===== src/source/beam_pkg.sv =====
/*
 * beamformer shared definitions
 * fixed-point widths, complex sample and weight types, and the control bits
 * that travel with each beat through the pipeline
 */
package beam_pkg;

    // one real or imaginary sample, signed two's complement
    localparam int sample_width = 16;

    // one weight component, signed, read as a fraction below one
    localparam int weight_width = 8;

    // fraction bits of a weight, so 127 stands for 127/128
    localparam int weight_frac = 7;

    // complex samples carried in one beat of one channel
    localparam int lane_count = 8;

    // a full signed product of a sample and a weight component needs no rounding
    localparam int product_width = sample_width + weight_width;

    // the real part sits in the upper half of the 32-bit word
    typedef struct packed {
        logic signed [sample_width-1:0] re;
        logic signed [sample_width-1:0] im;
    } complex_sample_t;

    // lane 0 is in the low bits, which keeps the layout of the old tdata words
    typedef complex_sample_t [lane_count-1:0] beat_t;

    // per-channel complex weight
    typedef struct packed {
        logic signed [weight_width-1:0] re;
        logic signed [weight_width-1:0] im;
    } weight_t;

    // the four partial products of one lane
    // rr and ii build the real part, ri and ir build the imaginary part
    typedef struct packed {
        logic signed [product_width-1:0] rr;
        logic signed [product_width-1:0] ii;
        logic signed [product_width-1:0] ri;
        logic signed [product_width-1:0] ir;
    } lane_products_t;

    typedef lane_products_t [lane_count-1:0] beat_products_t;

    // last is only meaningful while valid is high
    typedef struct packed {
        logic valid;
        logic last;
    } beat_ctrl_t;

endpackage

===== src/source/beam_channel_sum.sv =====
/*
 * beamformer stage 3, channel sum
 * adds the weighted beats of all channels lane by lane into one output beat
 */
`timescale 1ns/100ps

module beam_channel_sum #(
    parameter int channel_count = 4
) (
    input  logic                   clock,
    input  logic                   resetn,
    input  beam_pkg::beat_t        weighted_beats [channel_count],
    input  beam_pkg::beat_ctrl_t   weighted_ctrl,
    output beam_pkg::beat_t        out_beat,
    output beam_pkg::beat_ctrl_t   out_ctrl
);

    // wide enough that the sum of all channels never overflows
    localparam int sum_width = beam_pkg::sample_width + $clog2(channel_count) + 1;

    beam_pkg::beat_t sum_next;

    always_comb begin
        logic signed [sum_width-1:0] acc_re;
        logic signed [sum_width-1:0] acc_im;

        acc_re = '0;
        acc_im = '0;
        for (int lane = 0; lane < beam_pkg::lane_count; lane++) begin
            acc_re = '0;
            acc_im = '0;
            // the real and imaginary halves are summed separately
            for (int ch = 0; ch < channel_count; ch++) begin
                acc_re = acc_re + weighted_beats[ch][lane].re;
                acc_im = acc_im + weighted_beats[ch][lane].im;
            end
            // truncate to sample width, a sum out of range wraps
            sum_next[lane].re = acc_re[beam_pkg::sample_width-1:0];
            sum_next[lane].im = acc_im[beam_pkg::sample_width-1:0];
        end
    end

    // the output beat is cleared whenever no valid beat is presented,
    // so downstream logic sees zero data on every idle cycle
    always_ff @(posedge clock) begin
        if (!resetn) begin
            out_ctrl <= '0;
            out_beat <= '0;
        end else begin
            out_ctrl <= weighted_ctrl;
            if (weighted_ctrl.valid) begin
                out_beat <= sum_next;
            end else begin
                out_beat <= '0;
            end
        end
    end

endmodule


===== config.mk =====
export PLATFORM = sky130hd
export DESIGN_NAME = beam_channel_sum
export DESIGN_NICKNAME = d
export VERILOG_FILES = /design/src/source/beam_pkg.sv /design/src/source/beam_channel_sum.sv
export SDC_FILE = /design/constraint.sdc
export NUM_CORES = 2
export LEC_CHECK = 0
export CAP_MARGIN = 20
export CORE_AREA = 10 10 498 500
export CTS_BUF_LIST = sky130_fd_sc_hd__clkbuf_8
export DETAILED_ROUTE_END_ITERATION = 7
export DIE_AREA = 0 0 508 510
export DONT_BUFFER_PORTS = 1
export GPL_ROUTABILITY_DRIVEN = 0
export MAX_ROUTING_LAYER = met4
export PLACE_DENSITY = 0.3
export REMOVE_ABC_BUFFERS = 1
export SYNTH_ARGS = -nofsm -noshare
export SYNTH_HDL_FRONTEND = slang
export SYNTH_SLANG_ARGS = --single-unit
export TNS_END_PERCENT = 20

===== constraint.sdc =====
create_clock -name clock -period 4.1 [get_ports clock]
set_input_delay 0.82 -clock clock [delete_from_list [all_inputs] [get_ports clock]]
set_output_delay 0.82 -clock clock [all_outputs]
set_load 0.005 [all_outputs]

==> impl_results.md <==
- Via count: 24.5k
- Synth Flop Type: dfxtp_1
- Worst slew margin: 0.507
- Commonest non-fill, non-tap cell in the layout: inv_1
- First-pass GRT wire length: 233000 µm
- Worst Hold Class: in -> reg
- Routed WL: 175000 µm
- Fin Setup TNS: 0 ps
- Crit start category: input pin
- Core area: 237000 µm²
- Largest net degree at the start of global routing: 83
- Setup CP Type: in -> reg
- Yosys top cell by area: fa_1
- Number of synthesized flops with an enable pin: 0
- YS warnings: 0
- Final hold vios: 0
- PwrDens: 472 nW/µm²
- Post-synth top area share: 0.305
- Initial antenna violation count: 70
- WHS Endpoint: out_ctrl[0]
- Layout area overhead: 19.2%
- Boundary pin count: 1286
- RSZ-0062 raised after global routing: no
- Register Area: 5160 µm²
- Maxcap violations: 0
- CTS Buf Count: 72
- Post-route ant nets: 0
- H-tree levels: 3
- Layout cells sized above 1: 0.0528
- Post-synth cell types: 62
- Synthesized area: 31500 µm²
- Final clock period utilization by the worst path: 0.919
- Fin util: 0.158
- Nature of the critical path endpoint: flop
- Worst Tran Pin Value: 739 ps
- Residual DRC: 15
- Total Routing Usage GR: 0.134
- Peak VDD IR: 0.196 mV
- # rows: 179
- Cells after Synth: 3676
- Starting Density: 0.133
- GR Overflow Total: 0
- Area of the multi-input gates: 21200 µm²
- Hold path depth: 1
- Leak Pwr: 0.0192 µW
- Synthesized flop and latch total: 258
- Number of clock sinks: 258
- Register area share after synthesis: 0.164
- Post-route minimum period: 3770 ps
- Width of the die: 508 µm
- Pre-Repair DR Iteration Count: 8
- Post-cts gate resize count: 0
- Commonest non-fill, non-tap cells in the layout: inv_1, fa_1, dfxtp_1
- Setup violators final: 0
- Hold path start: resetn
- Final net count: 5518
- Hold Buf Count CTS: 1
- Async SR Flop Fraction: 0
- Syn_area_per_cell: 8.56 µm²
- Violated checks: design-rule violations
- FMAX: 265 MHz
- Top cells by area, synth: fa_1, dfxtp_1, inv_1
- Setup repair bufs after CTS: 0
- DR WL/cell: 24.8 µm
- Req. time, crit path: 4830 ps
- Clock Root Buffer: clkbuf_8
- Vias in the first global route: 27.7k
- Arr. time, crit path: 4490 ps
- Die height: 510 µm
- Status: complete, but fails checks
- Full die area: 259000 µm²
- Port bufs: 0
- DR iter-0 viols: 1142
- Clock-pin slew on the worst setup and hold paths: 60 ps
- DP Wirelength: 157000 µm
- Fin. max-slew vios: 0
- # fillers: 27.2k
- Max Fanout on Critical Path: 3
- Vias per cell: 3.47
- CTS tree: done
- Deepest clock path buffer count: 3
==> stage by stage <==
stage	cells	setup slack, ps	power, µW	hold WS (ps)	instance area, µm²
floorplan	3631	-3230	10300	942	31300
global placement	6862	-651	14100	961	35800
detailed placement	6862	-601	14000	978	35800
CTS	6994	344	18400	18.2	37400
global route	7035	212	19500	91.5	37500
finish	7049	333	17700	188	37500
==> where the power goes <==
group / switching [µW] / total [µW] / internal, µW
clock network: 1810 / 4000 / 2190
registers: 778 / 3880 / 3100
logic: 5690 / 9840 / 4160
==> routing by layer <==
metal	up-vias	GRT usage	routed length, µm
met1	11900	0.137	64200
met2	1059	0.233	86700
li1	11400	-	-
met4	0	0.0309	4080
met3	177	0.0609	19800
met5	-	-	0
==> final cells by class <==
cell class	count	area share
multi-input combinational	2066	0.566
sequential	258	0.138
inverter	1307	0.131
tap	3167	0.106
clock buffer	94	0.0345
timing repair buffer	65	0.0151
clock inverter	37	0.00670
antenna	55	0.00367
==> flip-flops by register name (all words and copies together), names as in the netlist <==
register / count
out_beat: 256
out_ctrl: 2
==> logic make-up after synthesis <==
kind of cell / synth area share
XOR/XNOR: 0.0551
AO/OA/AOI/OAI: 0.118
adder cells (fa/ha/maj): 0.401
multiplexers: 0.0140
flip-flops: 0.164
AND/OR/NAND/NOR: 0.0863
buffers and inverters: 0.161
==> worst max path at each step <==
stage                              startpoint       endpoint  slack (ps)  cells after the start
after floorplan              weighted_ctrl[1]   out_beat[10]       -3230                      5
after global placement    weighted_beats[225]  out_beat[237]        -650                     14
after detailed placement  weighted_beats[225]  out_beat[237]        -600                     14
after CTS                 weighted_beats[225]  out_beat[237]         340                     14
after global routing      weighted_beats[225]  out_beat[239]         210                     15
final                     weighted_beats[225]  out_beat[239]         330                     15
==> critical path: stages <==
cell and delay, ps:
inv_1 40, fa_1 610, buf_12 120, inv_1 100
fa_1 500, ha_1 270, fa_1 240, a21o_1 120
a21oi_1 100, buf_4 170, o21a_1 210, o31a_1 350
buf_4 160, o41ai_1 430, mux2i_1 230
==> cells in the mapped netlist, types with 18 or more instances <==
| cell | count |
|---|---|
| a21o_1 | 93 |
| a21oi_1 | 152 |
| a31oi_1 | 21 |
| and3_1 | 63 |
| clkbuf_1 | 38 |
| dfxtp_1 | 258 |
| fa_1 | 480 |
| ha_1 | 240 |
| inv_1 | 1307 |
| mux2i_1 | 44 |
| nand2_1 | 108 |
| nand2b_1 | 40 |
| nand4_1 | 21 |
| nor2_1 | 170 |
| nor3_1 | 41 |
| o21a_1 | 35 |
| o21ai_0 | 78 |
| o21bai_1 | 33 |
| or3_1 | 18 |
| xnor2_1 | 140 |
| xor2_1 | 58 |
Note: power is estimated with default switching activity, not from simulation.
